`src/hdl/mipsPkg.sv`:
```
// mipsPkg package with the shared word, register, opcode, control and stage payload types
package mipsPkg;

	typedef logic [31:0] wordT;
	typedef logic [4:0] regAddrT;
	typedef logic [5:0] opcodeT;
	typedef logic [5:0] functT;

	typedef enum logic [2:0] {
		ALU_ADD,
		ALU_SUB,
		ALU_AND,
		ALU_OR,
		ALU_SLT
	} aluOpT;

	typedef enum logic [1:0] {
		BR_NONE,
		BR_BEQ,
		BR_BNE
	} brTypeT;

	localparam opcodeT OP_RTYPE = 6'h00;
	localparam opcodeT OP_ADDI = 6'h08;
	localparam opcodeT OP_LW = 6'h23;
	localparam opcodeT OP_SW = 6'h2B;
	localparam opcodeT OP_BEQ = 6'h04;
	localparam opcodeT OP_BNE = 6'h05;

	localparam functT FN_ADD = 6'h20;
	localparam functT FN_SUB = 6'h22;
	localparam functT FN_AND = 6'h24;
	localparam functT FN_OR = 6'h25;
	localparam functT FN_SLT = 6'h2A;

	typedef struct packed {
		wordT instr;
		wordT pcPlus4;
		logic valid;
	} ifIdT;

	typedef struct packed {
		wordT pcPlus4;
		wordT rsVal;
		wordT rtVal;
		wordT imm;
		regAddrT dest;
		logic wbEn;
		logic memRdEn;
		logic memWrEn;
		logic isImm;
		aluOpT aluOp;
		brTypeT brType;
		logic valid;
	} idExT;

	typedef struct packed {
		wordT result;
		wordT storeData;
		regAddrT dest;
		logic wbEn;
		logic memRdEn;
		logic memWrEn;
		logic valid;
	} exMemT;

	typedef struct packed {
		wordT result;
		regAddrT dest;
		logic wbEn;
		logic valid;
	} memWbT;

endpackage

```
`src/hdl/hazardBus.sv`:
```
// hazardBus interface for dependencies, branch outcome, stall and flush around hazard control
`timescale 1ns/10ps

interface hazardBus (
	input logic clk,
	input logic rstN
);

	// source registers read by the instruction in decode
	mipsPkg::regAddrT src1;
	mipsPkg::regAddrT src2;
	logic readsSrc2;

	// producers still in flight
	mipsPkg::regAddrT exDest;
	logic exWbEn;
	mipsPkg::regAddrT memDest;
	logic memWbEn;

	logic branchTaken;

	logic stall;
	logic flush;

	modport decode (
		output src1,
		output src2,
		output readsSrc2
	);

	modport execute (
		output exDest,
		output exWbEn,
		output branchTaken
	);

	modport memory (
		output memDest,
		output memWbEn
	);

	modport ctrl (
		input clk,
		input rstN,
		input src1,
		input src2,
		input readsSrc2,
		input exDest,
		input exWbEn,
		input memDest,
		input memWbEn,
		input branchTaken,
		output stall,
		output flush
	);

	// fetch only listens to the control decision
	modport fetch (
		input stall,
		input flush
	);

endinterface

```
`src/hdl/executeStage.sv`:
```
// executeStage holds the ALU, the branch compare and the branch target adder
`timescale 1ns/10ps

module executeStage (
	input mipsPkg::idExT exIn,
	hazardBus.execute hz,
	output mipsPkg::exMemT exOut,
	output mipsPkg::wordT branchTarget
);

	mipsPkg::wordT opB;
	mipsPkg::wordT aluRes;
	logic taken;

	assign opB = exIn.isImm ? exIn.imm : exIn.rtVal;

	always_comb begin
		case (exIn.aluOp)
			mipsPkg::ALU_ADD: aluRes = exIn.rsVal + opB;
			mipsPkg::ALU_SUB: aluRes = exIn.rsVal - opB;
			mipsPkg::ALU_AND: aluRes = exIn.rsVal & opB;
			mipsPkg::ALU_OR: aluRes = exIn.rsVal | opB;
			mipsPkg::ALU_SLT: aluRes = ($signed(exIn.rsVal) < $signed(opB)) ? 32'd1 : 32'd0;
			default: aluRes = exIn.rsVal + opB;
		endcase
	end

	always_comb begin
		taken = 1'b0;
		if (exIn.valid) begin
			case (exIn.brType)
				mipsPkg::BR_BEQ: taken = (exIn.rsVal == exIn.rtVal);
				mipsPkg::BR_BNE: taken = (exIn.rsVal != exIn.rtVal);
				default: taken = 1'b0;
			endcase
		end
	end

	// word offset relative to the next instruction
	assign branchTarget = exIn.pcPlus4 + (exIn.imm << 2);

	always_comb begin
		exOut.result = aluRes;
		exOut.storeData = exIn.rtVal;
		exOut.dest = exIn.dest;
		exOut.wbEn = exIn.valid && exIn.wbEn;
		exOut.memRdEn = exIn.valid && exIn.memRdEn;
		exOut.memWrEn = exIn.valid && exIn.memWrEn;
		exOut.valid = exIn.valid;
	end

	assign hz.exDest = exIn.dest;
	assign hz.exWbEn = exIn.valid && exIn.wbEn;
	assign hz.branchTaken = taken;

endmodule

```
`src/flat_wrapper.sv`:
```
// flat-port wrapper written by rule: the top's interface ports become plain ports
module executeStage_flat 
  (exIn, exOut, branchTarget, clk, rstN, hz_exDest, hz_exWbEn, hz_branchTaken);
  hazardBus hz_i (.clk(clk), .rstN(rstN));
  input mipsPkg::idExT exIn;
  output mipsPkg::exMemT exOut;
  output mipsPkg::wordT branchTarget;
  input wire logic clk;
  input wire logic rstN;
  output wire logic [$bits(hz_i.exDest)-1:0] hz_exDest;
  output wire logic [$bits(hz_i.exWbEn)-1:0] hz_exWbEn;
  output wire logic [$bits(hz_i.branchTaken)-1:0] hz_branchTaken;
  assign hz_exDest = hz_i.exDest;
  assign hz_exWbEn = hz_i.exWbEn;
  assign hz_branchTaken = hz_i.branchTaken;
  executeStage u_core (.exIn(exIn), .hz(hz_i), .exOut(exOut), .branchTarget(branchTarget));
endmodule
```
`config.mk`:
```
export PLATFORM = sky130hd
export DESIGN_NAME = executeStage_flat
export DESIGN_NICKNAME = d
export VERILOG_FILES = /design/src/hdl/mipsPkg.sv /design/src/hdl/hazardBus.sv /design/src/hdl/executeStage.sv /design/src/flat_wrapper.sv
export SDC_FILE = /design/constraint.sdc
export NUM_CORES = 1
export LEC_CHECK = 0
export BUFFER_PORTS_ARGS = -buffer_cell sky130_fd_sc_hd__buf_2
export CORE_MARGIN = 8
export CORE_UTILIZATION = 40
export DETAILED_ROUTE_END_ITERATION = 16
export GPL_ROUTABILITY_DRIVEN = 1
export PLACE_DENSITY = 0.74
export SYNTH_ARGS = -nofsm -noshare
export SYNTH_HDL_FRONTEND = slang
export SYNTH_SLANG_ARGS = --single-unit
export TNS_END_PERCENT = 30
```
`constraint.sdc`:
```
create_clock -name vclk -period 4.5
set_clock_uncertainty 0.05 [all_clocks]
set_input_delay 0.225 -clock vclk [all_inputs]
set_output_delay 0.225 -clock vclk [all_outputs]
set_load 0.01 [all_outputs]
```
==> impl_metrics.tcl <==
set metrics [dict create \
    syn_area_mm2 0.00745 \
    fillCellCount 1975 \
    fin_crit_sh_pct 92.7 \
    wl_mm 26.7 \
    vias_per_cell 5.74 \
    stdcell_count 1483 \
    p_leak_nw 4.35 \
    synth_top_cell_area_share_pct 21.7 \
    antenna_cells 0 \
    die_w_um 152 \
    cts_setup_buffers 0 \
    avgSynthCellArea_um2 6.82 \
    drt-initial-drc-count 593 \
    ys_seq_area_share_pct 0 \
    fp-row-count 50 \
    dpl.cell_count 1483 \
    hold_path_depth 0 \
    grt_pass1_wl_mm 43.1 \
    yosysMostFrequentCell "ha_1" \
    slew_headroom_pct 33.9 \
    drv_cap 0 \
    cp.arrival_ns 3.90 \
    portBuffers 236 \
    netlist_top_cells_area "ha_1 22%, a21oi_1 7.5%, nor2_1 5.8%" \
    max_freq_ghz 0.240 \
    path_max_fanout 6 \
    seqCellArea_um2 0 \
    overflow 0 \
    antenna_found_initial 0 \
    power_mw 1.41 \
    rsz0062_at_grt "false" \
    drc_errors 0 \
    gp_congestion 0.932 \
    worst_pin_slew_ns 0.989 \
    dp_hpwl_mm 22.6 \
    initial_core_util_pct 40.3 \
    ys_warn_count 0 \
    die_height_um 152 \
    grt_pass1_vias 8373 \
    vias 8515 \
    setup_violations 0 \
    finalHoldViolations 0 \
    grt_max_degree 30 \
    tns_ns 0 \
    hold_class "in2out" \
    ant_nets 0 \
    nets 1528 \
    ioPinCount 257 \
    dr.pass1.iters 5 \
    synth_common_cells "129 x ha_1, 116 x nor2_1, 111 x a21oi_1, 109 x inv_1, 60 x o21ai_0" \
    post_cts_resized 0 \
    peakVddDrop_mv 0.0674 \
    period_needed_ns 4.17 \
    track_usage_pct 21.7 \
    syn_nets 1368 \
    crit_type "in2out" \
    layout-drive-gt1-share_pct 21.7 \
    status "completed" \
    core_mm2 0.0185 \
    end_kind "output port" \
    postSynthCellCount 1091 \
    dieArea_mm2 0.0232 \
    power_density_mw_per_mm2 166 \
    area_delta_synth_final_pct 14.5 \
    slew_violations 0 \
    wire_per_inst_um 18.0 \
    yosysUniqueCellTypes 72 \
    hold_buffers 0 \
    nClkBuffers 0 \
    yosys.area.top_type "ha_1" \
    nFlopsAndLatches 0 \
    cp-start-kind "input port" \
    cp_data_required_time_ns 4.22 \
]
[per-stage QoR]
stage	instance area, µm²	util (%)	hold WS [ns]	worst slack, ns
global placement	8520	46.2	0.400	0.475
detailed placement	8520	46.2	0.400	0.436
floorplan	7450	-	0.492	0.559
CTS	8520	46.2	0.400	0.411
global route	8520	46.2	0.400	0.141
finish	8520	46.2	0.400	0.327
[power breakdown]
group          switching, mW  internal [mW]  total [mW]
Clock                      0              0           0
Sequential                 0              0           0
Combinational          0.847          0.566        1.41
[layout by cell type (no fill, tap or decap), drive strengths merged, types with 16 or more instances in the layout]
cell type | synthesis | final
o21bai | 17 | 17
xor2 | 42 | 42
nor3 | 25 | 25
a31oi | 17 | 17
ha | 129 | 129
inv | 109 | 109
xnor2 | 24 | 24
o21ai | 65 | 65
nand2 | 48 | 48
a221o | 21 | 21
nor2 | 116 | 116
o22ai | 16 | 16
mux2i | 35 | 35
a21o | 24 | 24
buf | 60 | 246
nor2b | 16 | 16
a21oi | 112 | 112
[cells by family (layout without fill, tap and decap cells)]
logic type	Yosys count	count (layout)	synth area share, %
buf+inv	198	356	12.6
xor+xnor	66	66	7.76
mux	35	35	4.71
simple gates	279	279	17.6
fa+ha+maj	133	133	22.6
compound gates	380	380	34.7
[worst max-delay path: stages]
cell and delay, ns:
buf_2 0.23, mux2i_1 0.16, inv_1 0.10, ha_1 0.20, inv_1 0.07, fa_1 0.39, nand2b_1 0.16, a21oi_1 0.38
o311ai_2 0.18, a31oi_4 0.29, a41oi_2 0.23, o21ai_0 0.31, o21ai_1 0.15, or4_1 0.49, nand4_1 0.16, buf_2 0.16
[layout make-up]
class / instances / area (µm²) / area share [%]
Tap cell: 234 / 293 / 3.44
Inverter: 110 / 413 / 4.84
Timing Repair Buffer: 246 / 1280 / 15.0
Multi-Input combinational cell: 893 / 6540 / 76.7
[routing by layer]
| layer | up-vias | global-route usage (%) | wire length, µm |
|---|---|---|---|
| met1 | 3916 | 27.0 | 11300 |
| li1 | 4218 | - | - |
| met3 | 36 | 2.61 | 1910 |
| met4 | 0 | 4.34 | 628 |
| met5 | - | 0 | 0 |
| met2 | 345 | 39.3 | 12800 |
[worst paths after layout]
| check | startpoint | endpoint | slack (ns) |
|---|---|---|---|
| worst max-delay path | exIn[6] | exOut[69] | 0.33 |
| worst min-delay path | exIn[13] | exOut[7] | 0.40 |
Note: power is estimated with default switching activity, not from simulation.
