===== src/hdl/mipsPkg.sv =====
// mipsPkg package with the shared word, register, opcode, control and stage payload types
package mipsPkg;

	typedef logic [31:0] wordT;
	typedef logic [4:0] regAddrT;
	typedef logic [5:0] opcodeT;
	typedef logic [5:0] functT;

	typedef enum logic [2:0] {
		ALU_ADD,
		ALU_SUB,
		ALU_AND,
		ALU_OR,
		ALU_SLT
	} aluOpT;

	typedef enum logic [1:0] {
		BR_NONE,
		BR_BEQ,
		BR_BNE
	} brTypeT;

	localparam opcodeT OP_RTYPE = 6'h00;
	localparam opcodeT OP_ADDI = 6'h08;
	localparam opcodeT OP_LW = 6'h23;
	localparam opcodeT OP_SW = 6'h2B;
	localparam opcodeT OP_BEQ = 6'h04;
	localparam opcodeT OP_BNE = 6'h05;

	localparam functT FN_ADD = 6'h20;
	localparam functT FN_SUB = 6'h22;
	localparam functT FN_AND = 6'h24;
	localparam functT FN_OR = 6'h25;
	localparam functT FN_SLT = 6'h2A;

	typedef struct packed {
		wordT instr;
		wordT pcPlus4;
		logic valid;
	} ifIdT;

	typedef struct packed {
		wordT pcPlus4;
		wordT rsVal;
		wordT rtVal;
		wordT imm;
		regAddrT dest;
		logic wbEn;
		logic memRdEn;
		logic memWrEn;
		logic isImm;
		aluOpT aluOp;
		brTypeT brType;
		logic valid;
	} idExT;

	typedef struct packed {
		wordT result;
		wordT storeData;
		regAddrT dest;
		logic wbEn;
		logic memRdEn;
		logic memWrEn;
		logic valid;
	} exMemT;

	typedef struct packed {
		wordT result;
		regAddrT dest;
		logic wbEn;
		logic valid;
	} memWbT;

endpackage


===== src/hdl/hazardBus.sv =====
// hazardBus interface for dependencies, branch outcome, stall and flush around hazard control
`timescale 1ns/10ps

interface hazardBus (
	input logic clk,
	input logic rstN
);

	// source registers read by the instruction in decode
	mipsPkg::regAddrT src1;
	mipsPkg::regAddrT src2;
	logic readsSrc2;

	// producers still in flight
	mipsPkg::regAddrT exDest;
	logic exWbEn;
	mipsPkg::regAddrT memDest;
	logic memWbEn;

	logic branchTaken;

	logic stall;
	logic flush;

	modport decode (
		output src1,
		output src2,
		output readsSrc2
	);

	modport execute (
		output exDest,
		output exWbEn,
		output branchTaken
	);

	modport memory (
		output memDest,
		output memWbEn
	);

	modport ctrl (
		input clk,
		input rstN,
		input src1,
		input src2,
		input readsSrc2,
		input exDest,
		input exWbEn,
		input memDest,
		input memWbEn,
		input branchTaken,
		output stall,
		output flush
	);

	// fetch only listens to the control decision
	modport fetch (
		input stall,
		input flush
	);

endinterface


===== src/hdl/hazardCtrl.sv =====
// hazardCtrl stalls on pending register producers and flushes on taken branches
`timescale 1ns/10ps

module hazardCtrl (
	hazardBus.ctrl hz
);

	logic src1Hit;
	logic src2Hit;

	// no forwarding, so wait until the producer reaches writeback
	assign src1Hit = (hz.src1 != '0)
		&& ((hz.exWbEn && hz.exDest != '0 && hz.exDest == hz.src1)
		|| (hz.memWbEn && hz.memDest != '0 && hz.memDest == hz.src1));

	assign src2Hit = hz.readsSrc2 && (hz.src2 != '0)
		&& ((hz.exWbEn && hz.exDest != '0 && hz.exDest == hz.src2)
		|| (hz.memWbEn && hz.memDest != '0 && hz.memDest == hz.src2));

	assign hz.stall = src1Hit | src2Hit;
	assign hz.flush = hz.branchTaken;

	// a producer leaves memory after at most two bubbles
	stallBound: assert property (@(posedge hz.clk) disable iff (!hz.rstN)
		not (hz.stall [*3]));

endmodule


===== src/flat_wrapper.sv =====
// flat-port wrapper written by rule: the top's interface ports become plain ports
module hazardCtrl_flat 
  (clk, rstN, hz_src1, hz_src2, hz_readsSrc2, hz_exDest, hz_exWbEn, hz_memDest, hz_memWbEn, hz_branchTaken, hz_stall, hz_flush);
  hazardBus hz_i (.clk(clk), .rstN(rstN));
  input wire logic clk;
  input wire logic rstN;
  input wire logic [$bits(hz_i.src1)-1:0] hz_src1;
  input wire logic [$bits(hz_i.src2)-1:0] hz_src2;
  input wire logic [$bits(hz_i.readsSrc2)-1:0] hz_readsSrc2;
  input wire logic [$bits(hz_i.exDest)-1:0] hz_exDest;
  input wire logic [$bits(hz_i.exWbEn)-1:0] hz_exWbEn;
  input wire logic [$bits(hz_i.memDest)-1:0] hz_memDest;
  input wire logic [$bits(hz_i.memWbEn)-1:0] hz_memWbEn;
  input wire logic [$bits(hz_i.branchTaken)-1:0] hz_branchTaken;
  output wire logic [$bits(hz_i.stall)-1:0] hz_stall;
  output wire logic [$bits(hz_i.flush)-1:0] hz_flush;
  assign hz_i.src1 = hz_src1;
  assign hz_i.src2 = hz_src2;
  assign hz_i.readsSrc2 = hz_readsSrc2;
  assign hz_i.exDest = hz_exDest;
  assign hz_i.exWbEn = hz_exWbEn;
  assign hz_i.memDest = hz_memDest;
  assign hz_i.memWbEn = hz_memWbEn;
  assign hz_i.branchTaken = hz_branchTaken;
  assign hz_stall = hz_i.stall;
  assign hz_flush = hz_i.flush;
  hazardCtrl u_core (.hz(hz_i));
endmodule

===== config.mk =====
export PLATFORM = sky130hd
export DESIGN_NAME = hazardCtrl_flat
export DESIGN_NICKNAME = d
export VERILOG_FILES = /design/src/hdl/mipsPkg.sv /design/src/hdl/hazardBus.sv /design/src/hdl/hazardCtrl.sv /design/src/flat_wrapper.sv
export SDC_FILE = /design/constraint.sdc
export NUM_CORES = 1
export LEC_CHECK = 0
export BUFFER_PORTS_ARGS = -buffer_cell sky130_fd_sc_hd__buf_2
export CORE_AREA = 2 2 39 41
export DETAILED_ROUTE_END_ITERATION = 8
export DIE_AREA = 0 0 41 43
export PLACE_DENSITY = 0.64
export SETUP_SLACK_MARGIN = 0.02
export SYNTH_ARGS = -nofsm -noshare
export SYNTH_HDL_FRONTEND = slang
export SYNTH_SLANG_ARGS = --single-unit

===== constraint.sdc =====
create_clock -name vclk -period 1.4
set_input_delay 0.21 -clock vclk [all_inputs]
set_output_delay 0.21 -clock vclk [all_outputs]
set_load 0.05 [all_outputs]

==> results of run 1 <==
==> final cells by class <==
| class | instances | area, sq um |
|---|---|---|
| fillers | 156 | 820.8 |
| multi-input cells | 36 | 314.1 |
| repair buffers | 36 | 229.0 |
| well taps | 16 | 20.02 |
==> timing repair <==
item / in CTS / in global routing
setup endpoints to repair: 1 / 1
hold buffers: 0 / 0
pin swaps: 4 / 5
gates resized for setup: 8 / 4
==> worst paths after layout <==
kind       end  slack, ns  depth (start not counted)
max   hz_stall      -0.29                          7
min   hz_flush       0.42                          0
==> per-stage QoR <==
step	utilization, %	cell area, sq um	power, W	cells	hold WS (ns)
6_report	40.69	563.0	0.0001667	88	0.4200
5_1_grt	40.69	563.0	0.0001815	88	0.4201
4_1_cts	38.97	539.3	0.0001612	88	0.4206
3_5_place_dp	36.26	501.7	0.0001488	88	0.4206
3_3_place_gp	36.26	501.7	0.0001478	88	0.4206
2_1_floorplan	-	279.0	0.00006955	37	0.5871
==> cells by family after synthesis <==
| logic type | Yosys count | share of synthesized area, % |
|---|---|---|
| xor+xnor | 20 | 63.64 |
| simple gates | 11 | 24.09 |
| compound gates | 5 | 9.544 |
| buf+inv | 1 | 2.728 |
==> placed cells by master, fill, tap and decap left out <==
cell type  count
buf_2         21
buf_4         12
xnor2_1       11
xor2_1         9
nand3_1        3
buf_6          3
or4_4          2
o21ai_4        2
nor4_1         2
nor4_2         2
or4_1          1
o21ai_0        1
nor2_1         1
a31oi_1        1
o21ai_2        1
==> metal layers <==
layer | global-route usage [%] | up-vias
met1 | 12.03 | 170
met4 | 0 | 0
li1 | - | 203
met5 | 0 | -
met2 | 20.94 | 14
met3 | 0 | 0
==> power breakdown <==
part           internal, W  switching (W)  total (W)  leakage (nW)
registers                0              0          0             0
logic            0.0000929      0.0000738   0.000167         0.244
clock network            0              0          0             0
total            0.0000929      0.0000738   0.000167         0.244
==> impl_metrics.json, run 1 <==
{
  "core_sq_mm": 0.001384,
  "drt_wl_total_microns": 853,
  "portBuffers": 24,
  "yosysMostFrequentCell": "xnor2_1",
  "seq_area_sq_um": 0,
  "yosysTopAreaCellShare_pct": 35.00,
  "critPathBufInv": 2,
  "min_from": "hz_branchTaken",
  "syn_to_final_growth_pct": 104.5,
  "chipWidth_microns": 41,
  "crit_required_ns": 1.19,
  "drive_gt1_share_pct": 59.72,
  "fin_crit_ns": 1.685,
  "drv_cap": 0,
  "first_iter_violations": 0,
  "crit_start": "hz_memDest[4]",
  "final-setup-viol-count": 1,
  "top_level_ports": 28,
  "setup_slack_ns": -0.2850,
  "vdd_drop_max_mv": 0.1201,
  "final.setup.tns_ns": -0.2850,
  "seq_area_frac_synth_pct": 0,
  "fin_crit_sh_pct": 120.4,
  "syn-num-nets": 63,
  "synth_top_area_cell": "xnor2_1",
  "rsz0062_at_grt": "yes",
  "syn_inst": 37,
  "worstPathCellList": "buf_6 > or4_4 > o21ai_4 > nor4_2 > a31oi_1 > o21ai_2 > buf_6",
  "cp_max_fo": 2,
  "start_kind": "input pin",
  "start_util_pct": 19.89,
  "globalplace.congestion": 0.7692,
  "worst_path_max_delay_cell": "or4_4",
  "track_usage_pct": 10.49,
  "vias_per_cell": 4.398,
  "syn_avg_cell_area_sq_um": 7.440,
  "violations": "setup timing",
  "hold_path_class": "input pin to output port",
  "drc": 0,
  "grt_max_degree": 4,
  "rows": 14,
  "status": "finished, violations left",
  "die-area_sq_mm": 0.001763,
  "cp.arrival_ns": 1.48,
  "vias": 387,
  "synth_common_cells": "xnor2_1, xor2_1, nor4_1",
  "yosys-top-cells-area": "xnor2_1, xor2_1, nor4_1",
  "routed.top_layer": "met3",
  "max_stage_delay_ns": 0.54,
  "cpMostUsedCell": "buf_6",
  "power-per-cell-area_mw_per_mm2": 296.0,
  "wl_per_cell_microns": 9.693,
  "p_leak_nw": 0.2435,
  "drtPass1Iterations": 1,
  "synth_area_sq_um": 275.3,
  "die_h_microns": 43,
  "dr_wl_met2_microns": 433,
  "cts_setup_buffers": 0,
  "diodes": 0,
  "tightest_slew_ns": 0.2511,
  "slew_viol_final": 0,
  "met3WireLength_microns": 78,
  "drtAntennaViolNets": 0,
  "nFlopsAndLatches": 0,
  "met1_length_microns": 341,
  "cp_top_family": "simple AND/OR/NAND/NOR gates",
  "hpwl_microns": 812.9,
  "path_class": "input pin to output port",
  "nets": 100,
  "yosysUniqueCellTypes": 10,
  "end_kind": "output port",
  "clock.fmax_mhz": 593.5,
  "clkbuf_count": 0,
  "ys_warn_count": 0,
  "slew_headroom_pct": 83.10,
  "grt_remaining_overflow": 0,
  "grt_pass1_vias": 401,
  "finalHoldViolCount": 0,
  "grt_pass1_wl_mm": 1.400,
  "grt_antenna_before_repair": 0,
  "pre_cts_ws_ns": -0.4046
}
(Power assumes the default switching activity.)
==> run 2, diff against run 1 <==
--- a/config.mk
+++ b/config.mk
@@ -9,8 +9,9 @@
 export CORE_AREA = 2 2 39 41
 export DETAILED_ROUTE_END_ITERATION = 8
 export DIE_AREA = 0 0 41 43
-export PLACE_DENSITY = 0.64
+export PLACE_DENSITY_LB_ADDON = 0.15
 export SETUP_SLACK_MARGIN = 0.02
 export SYNTH_ARGS = -nofsm -noshare
 export SYNTH_HDL_FRONTEND = slang
 export SYNTH_SLANG_ARGS = --single-unit
+export TNS_END_PERCENT = 50
==> run 2 against run 1 <==
The flow still finishes with violations (setup timing); critical path type unchanged; design area grew 2.4%; core utilization increased by 0.99 points; via count up 1.8%; cell count up 2.3%; largest cell class unchanged; worst setup slack got worse by 0.047 ns; clock-buffer cell count is the same.
==> impl_metrics.json, run 2 (synthesis results as in run 1) <==
{
  "status": "finished, violations left",
  "violations": "setup timing",
  "die-area_sq_mm": 0.001763,
  "layout_common_cells": "buf_2, buf_4, xnor2_1",
  "vias_per_cell": 4.378,
  "layout_commonest_cell": "buf_2",
  "core_sq_mm": 0.001384,
  "grtUsageMet1_pct": 14.87,
  "grt_pass1_vias": 400,
  "track_usage_pct": 11.59,
  "wl_per_cell_microns": 10.83,
  "critPathBufInv": 2,
  "drt_wl_total_microns": 975,
  "slew_headroom_pct": 81.06,
  "start_util_pct": 19.89,
  "slew_viol_final": 0,
  "clock.fmax_mhz": 577.3,
  "finalHoldViolCount": 0,
  "vias": 394,
  "setup_slack_ns": -0.3322,
  "first_iter_violations": 2,
  "nFlopsAndLatches": 0,
  "cp_max_fo": 2,
  "max_stage_delay_ns": 0.54,
  "final.setup.tns_ns": -0.3322,
  "met2_usage_pct": 21.25,
  "nets": 102,
  "grt_remaining_overflow": 0,
  "chipWidth_microns": 41,
  "globalplace.congestion": 0.7461,
  "min_from": "hz_branchTaken",
  "top_level_ports": 28,
  "utilization_pct": 41.68,
  "whs_endpoint": "hz_flush",
  "drtPass1Iterations": 3,
  "grt_antenna_before_repair": 0,
  "diodes": 0,
  "crit_required_ns": 1.19,
  "portBuffers": 24,
  "tightest_slew_ns": 0.2815,
  "vdd_drop_max_mv": 0.1046,
  "fin_crit_ns": 1.732,
  "hold_depth": 0,
  "drc": 0,
  "syn_to_final_growth_pct": 109.5,
  "p_leak_nw": 0.2543,
  "die_h_microns": 43,
  "final-setup-viol-count": 1,
  "power-per-cell-area_mw_per_mm2": 297.0,
  "clkbuf_count": 0,
  "dpl_cell_area_sq_um": 509.2,
  "worstPathCellList": "buf_6 > or4_4 > o21ai_4 > nor4_2 > a31oi_1 > o21ai_2 > buf_6",
  "totalPowerFinal_w": 0.0001713,
  "drive_gt1_share_pct": 60.81,
  "grt_busiest_layer": "met2",
  "drv_cap": 0,
  "fin_crit_sh_pct": 123.7,
  "cpMostUsedCell": "buf_6",
  "end_kind": "output port",
  "cp.arrival_ns": 1.52,
  "path_class": "input pin to output port",
  "cp_top_family": "simple AND/OR/NAND/NOR gates",
  "rsz0062_at_grt": "yes",
  "grt_max_degree": 4,
  "start_kind": "input pin",
  "hold_path_class": "input pin to output port",
  "fin_area_sq_um": 576.8,
  "grt.met3_usage_pct": 0.5236,
  "worst_path_max_delay_cell": "or4_4",
  "grt_pass1_wl_mm": 1.518,
  "rows": 14,
  "drtAntennaViolNets": 0,
  "seq_area_sq_um": 0,
  "fin_hold_ws_ns": 0.4206
}
## run 2: cell types whose count changed in the layout (fill, tap and decap cells not counted)
cell	delta
o21ai_4	-1
o21ai_2	+1
buf_4	+2
buf_2	-1
buf_6	+1
## run 2: per-layer routing
layer / part of all wire [%] / wire length [microns] / vias up
met4: 0 / 0 / 0
met3: 8.7 / 85 / 0
met5: 0 / 0 / -
met2: 51 / 499 / 14
li1: - / - / 208
met1: 40 / 390 / 172
## run 2: worst max-delay path by stage
stage,from,to,slack (ns),cells after the start
after floorplan,hz_memDest[0],hz_stall,-0.14,5
after global placement,hz_memDest[0],hz_stall,-0.39,7
after detailed placement,hz_memDest[0],hz_stall,-0.38,7
after CTS,hz_exDest[4],hz_stall,-0.29,7
after global routing,hz_memDest[4],hz_stall,-0.35,7
final,hz_memDest[4],hz_stall,-0.33,7
## run 2: stage by stage
stage | setup WS, ns | std cells
5_1_grt | -0.3537 | 90
4_1_cts | -0.2922 | 90
2_1_floorplan | -0.1352 | 37
3_5_place_dp | -0.3840 | 89
6_report | -0.3322 | 90
3_3_place_gp | -0.3931 | 89
## run 2: cell type report
| type | count | area, sq um |
|---|---|---|
| Fill cell | 154 | 807.0 |
| Multi-Input combinational cell | 36 | 306.5 |
| Tap cell | 16 | 20.02 |
| Timing Repair Buffer | 38 | 250.2 |
## run 2: where the power goes
part	leakage, nW	total, W	internal [W]	switching, W
clock	0	0	0	0
sequential	0	0	0	0
combinational	0.254	0.000171	0.0000971	0.0000742
## run 2: timing repair
action / CTS / global route
endpoints found under the hold margin: 0 / 0
gates resized for setup: 7 / 5
setup buffers: 1 / 0
hold buffers: 0 / 0
endpoints found under the setup margin: 1 / 1
pin swaps: 4 / 4
cloned: 0 / 0
==> run 3, diff against run 2 <==
--- a/config.mk
+++ b/config.mk
@@ -5,7 +5,7 @@
 export SDC_FILE = /design/constraint.sdc
 export NUM_CORES = 1
 export LEC_CHECK = 0
-export BUFFER_PORTS_ARGS = -buffer_cell sky130_fd_sc_hd__buf_2
+export BUFFER_PORTS_ARGS = -buffer_cell sky130_fd_sc_hd__clkbuf_2
 export CORE_AREA = 2 2 39 41
 export DETAILED_ROUTE_END_ITERATION = 8
 export DIE_AREA = 0 0 41 43
==> run 3 against run 2 <==
The flow still finishes with violations (setup timing); cell count shrank 2.2%; die area did not move; hold slack about the same; sequential share of layout area unchanged; flip-flop and latch count is the same; fmax is 1.9% higher; power down 5.5%; design area is 5.9% lower; first-iteration DRC count up 50%; worst setup slack better by 0.033 ns.
==> impl_metrics.json, run 3 (synthesis results as in run 1) <==
{
  "status": "finished, violations left",
  "diodes": 0,
  "cp_top_family": "simple AND/OR/NAND/NOR gates",
  "drv_cap": 0,
  "fin_crit_ns": 1.699,
  "start_kind": "input pin",
  "slew_viol_final": 0,
  "fin_hold_ws_ns": 0.4206,
  "start_util_pct": 19.89,
  "pre_cts_ws_ns": -0.4150,
  "clkbuf_count": 0,
  "vias_per_cell": 4.307,
  "dpl_cell_area_sq_um": 501.7,
  "totalPowerFinal_w": 0.0001619,
  "globalplace.congestion": 0.6930,
  "worstPathCellList": "buf_6 > or4_4 > o21ai_4 > nor4_2 > a31oi_1 > o21ai_2 > buf_8",
  "die-area_sq_mm": 0.001763,
  "seq_area_sq_um": 0,
  "rsz0062_at_grt": "yes",
  "worst_path_max_delay_cell": "or4_4",
  "portBuffers": 24,
  "die_h_microns": 43,
  "p_leak_nw": 0.2445,
  "final-setup-viol-count": 1,
  "violations": "setup timing",
  "fin_crit_sh_pct": 121.4,
  "path_class": "input pin to output port",
  "slew_headroom_pct": 81.47,
  "drt_wl_total_microns": 978,
  "track_usage_pct": 12.39,
  "wl_per_cell_microns": 11.11,
  "end_kind": "output port",
  "layout_commonest_cell": "clkbuf_2",
  "first_iter_violations": 3,
  "grt_remaining_overflow": 0,
  "layout_common_cells": "clkbuf_2, buf_4, xnor2_1",
  "grt_max_degree": 4,
  "max_stage_delay_ns": 0.54,
  "drtPass1Iterations": 2,
  "core_sq_mm": 0.001384,
  "setup_slack_ns": -0.2992,
  "grt_pass1_wl_mm": 1.538,
  "vdd_drop_max_mv": 0.1235,
  "cts_hold_buffers": 0,
  "hold_path_class": "input pin to output port",
  "tightest_slew_ns": 0.2754,
  "rows": 14,
  "drtAntennaViolNets": 0,
  "finalHoldViolCount": 0,
  "vias": 379,
  "critPathBufInv": 2,
  "nFlopsAndLatches": 0,
  "grt_pass1_vias": 356,
  "hpwl_microns": 869,
  "multi_input_area_sq_um": 296.5,
  "clock.fmax_mhz": 588.5,
  "cp.arrival_ns": 1.49,
  "power-per-cell-area_mw_per_mm2": 298.1,
  "grt_antenna_before_repair": 0,
  "crit_required_ns": 1.19,
  "nets": 100,
  "syn_to_final_growth_pct": 97.27,
  "top_level_ports": 28,
  "drive_gt1_share_pct": 56.94,
  "drc": 0,
  "chipWidth_microns": 41,
  "fin_area_sq_um": 543.0,
  "cp_max_fo": 2,
  "nFillCells": 154
}
[run 3: layout make-up]
type                            instances  area share (%)
Multi-Input combinational cell         36           54.61
Timing Repair Buffer                   36           41.71
Tap cell                               16           3.687
[run 3: worst paths after layout]
check	startpoint	to	cells after the start
min	hz_branchTaken	hz_flush	0
max	hz_memDest[0]	hz_stall	7
[run 3: report_power, final]
part	internal [W]	switching (W)	total, W
logic	0.0000899	0.0000720	0.000162
clock network	0	0	0
registers	0	0	0
total	0.0000899	0.0000720	0.000162
[run 3: routing by layer]
| metal | up-vias | routed length (microns) | track usage, % |
|---|---|---|---|
| met2 | 14 | 489 | 21.25 |
| met4 | 0 | 0 | 0 |
| met3 | 0 | 78 | 0.5236 |
| met1 | 159 | 411 | 17.41 |
| met5 | - | 0 | 0 |
| li1 | 206 | - | - |
[run 3: metrics by stage]
step | std cells | utilization [%] | TNS [ns]
floorplan | 37 | - | -0.1352
global placement | 88 | 36.26 | -0.4374
detailed placement | 88 | 36.26 | -0.4150
CTS | 88 | 37.70 | -0.3059
global route | 88 | 39.24 | -0.3895
finish | 88 | 39.24 | -0.2992
[run 3: timing repair]
action	in CTS	in global routing
resized for setup	5	4
buffers inserted	0	0
endpoints found under the setup margin	1	1
pin swaps	1	0
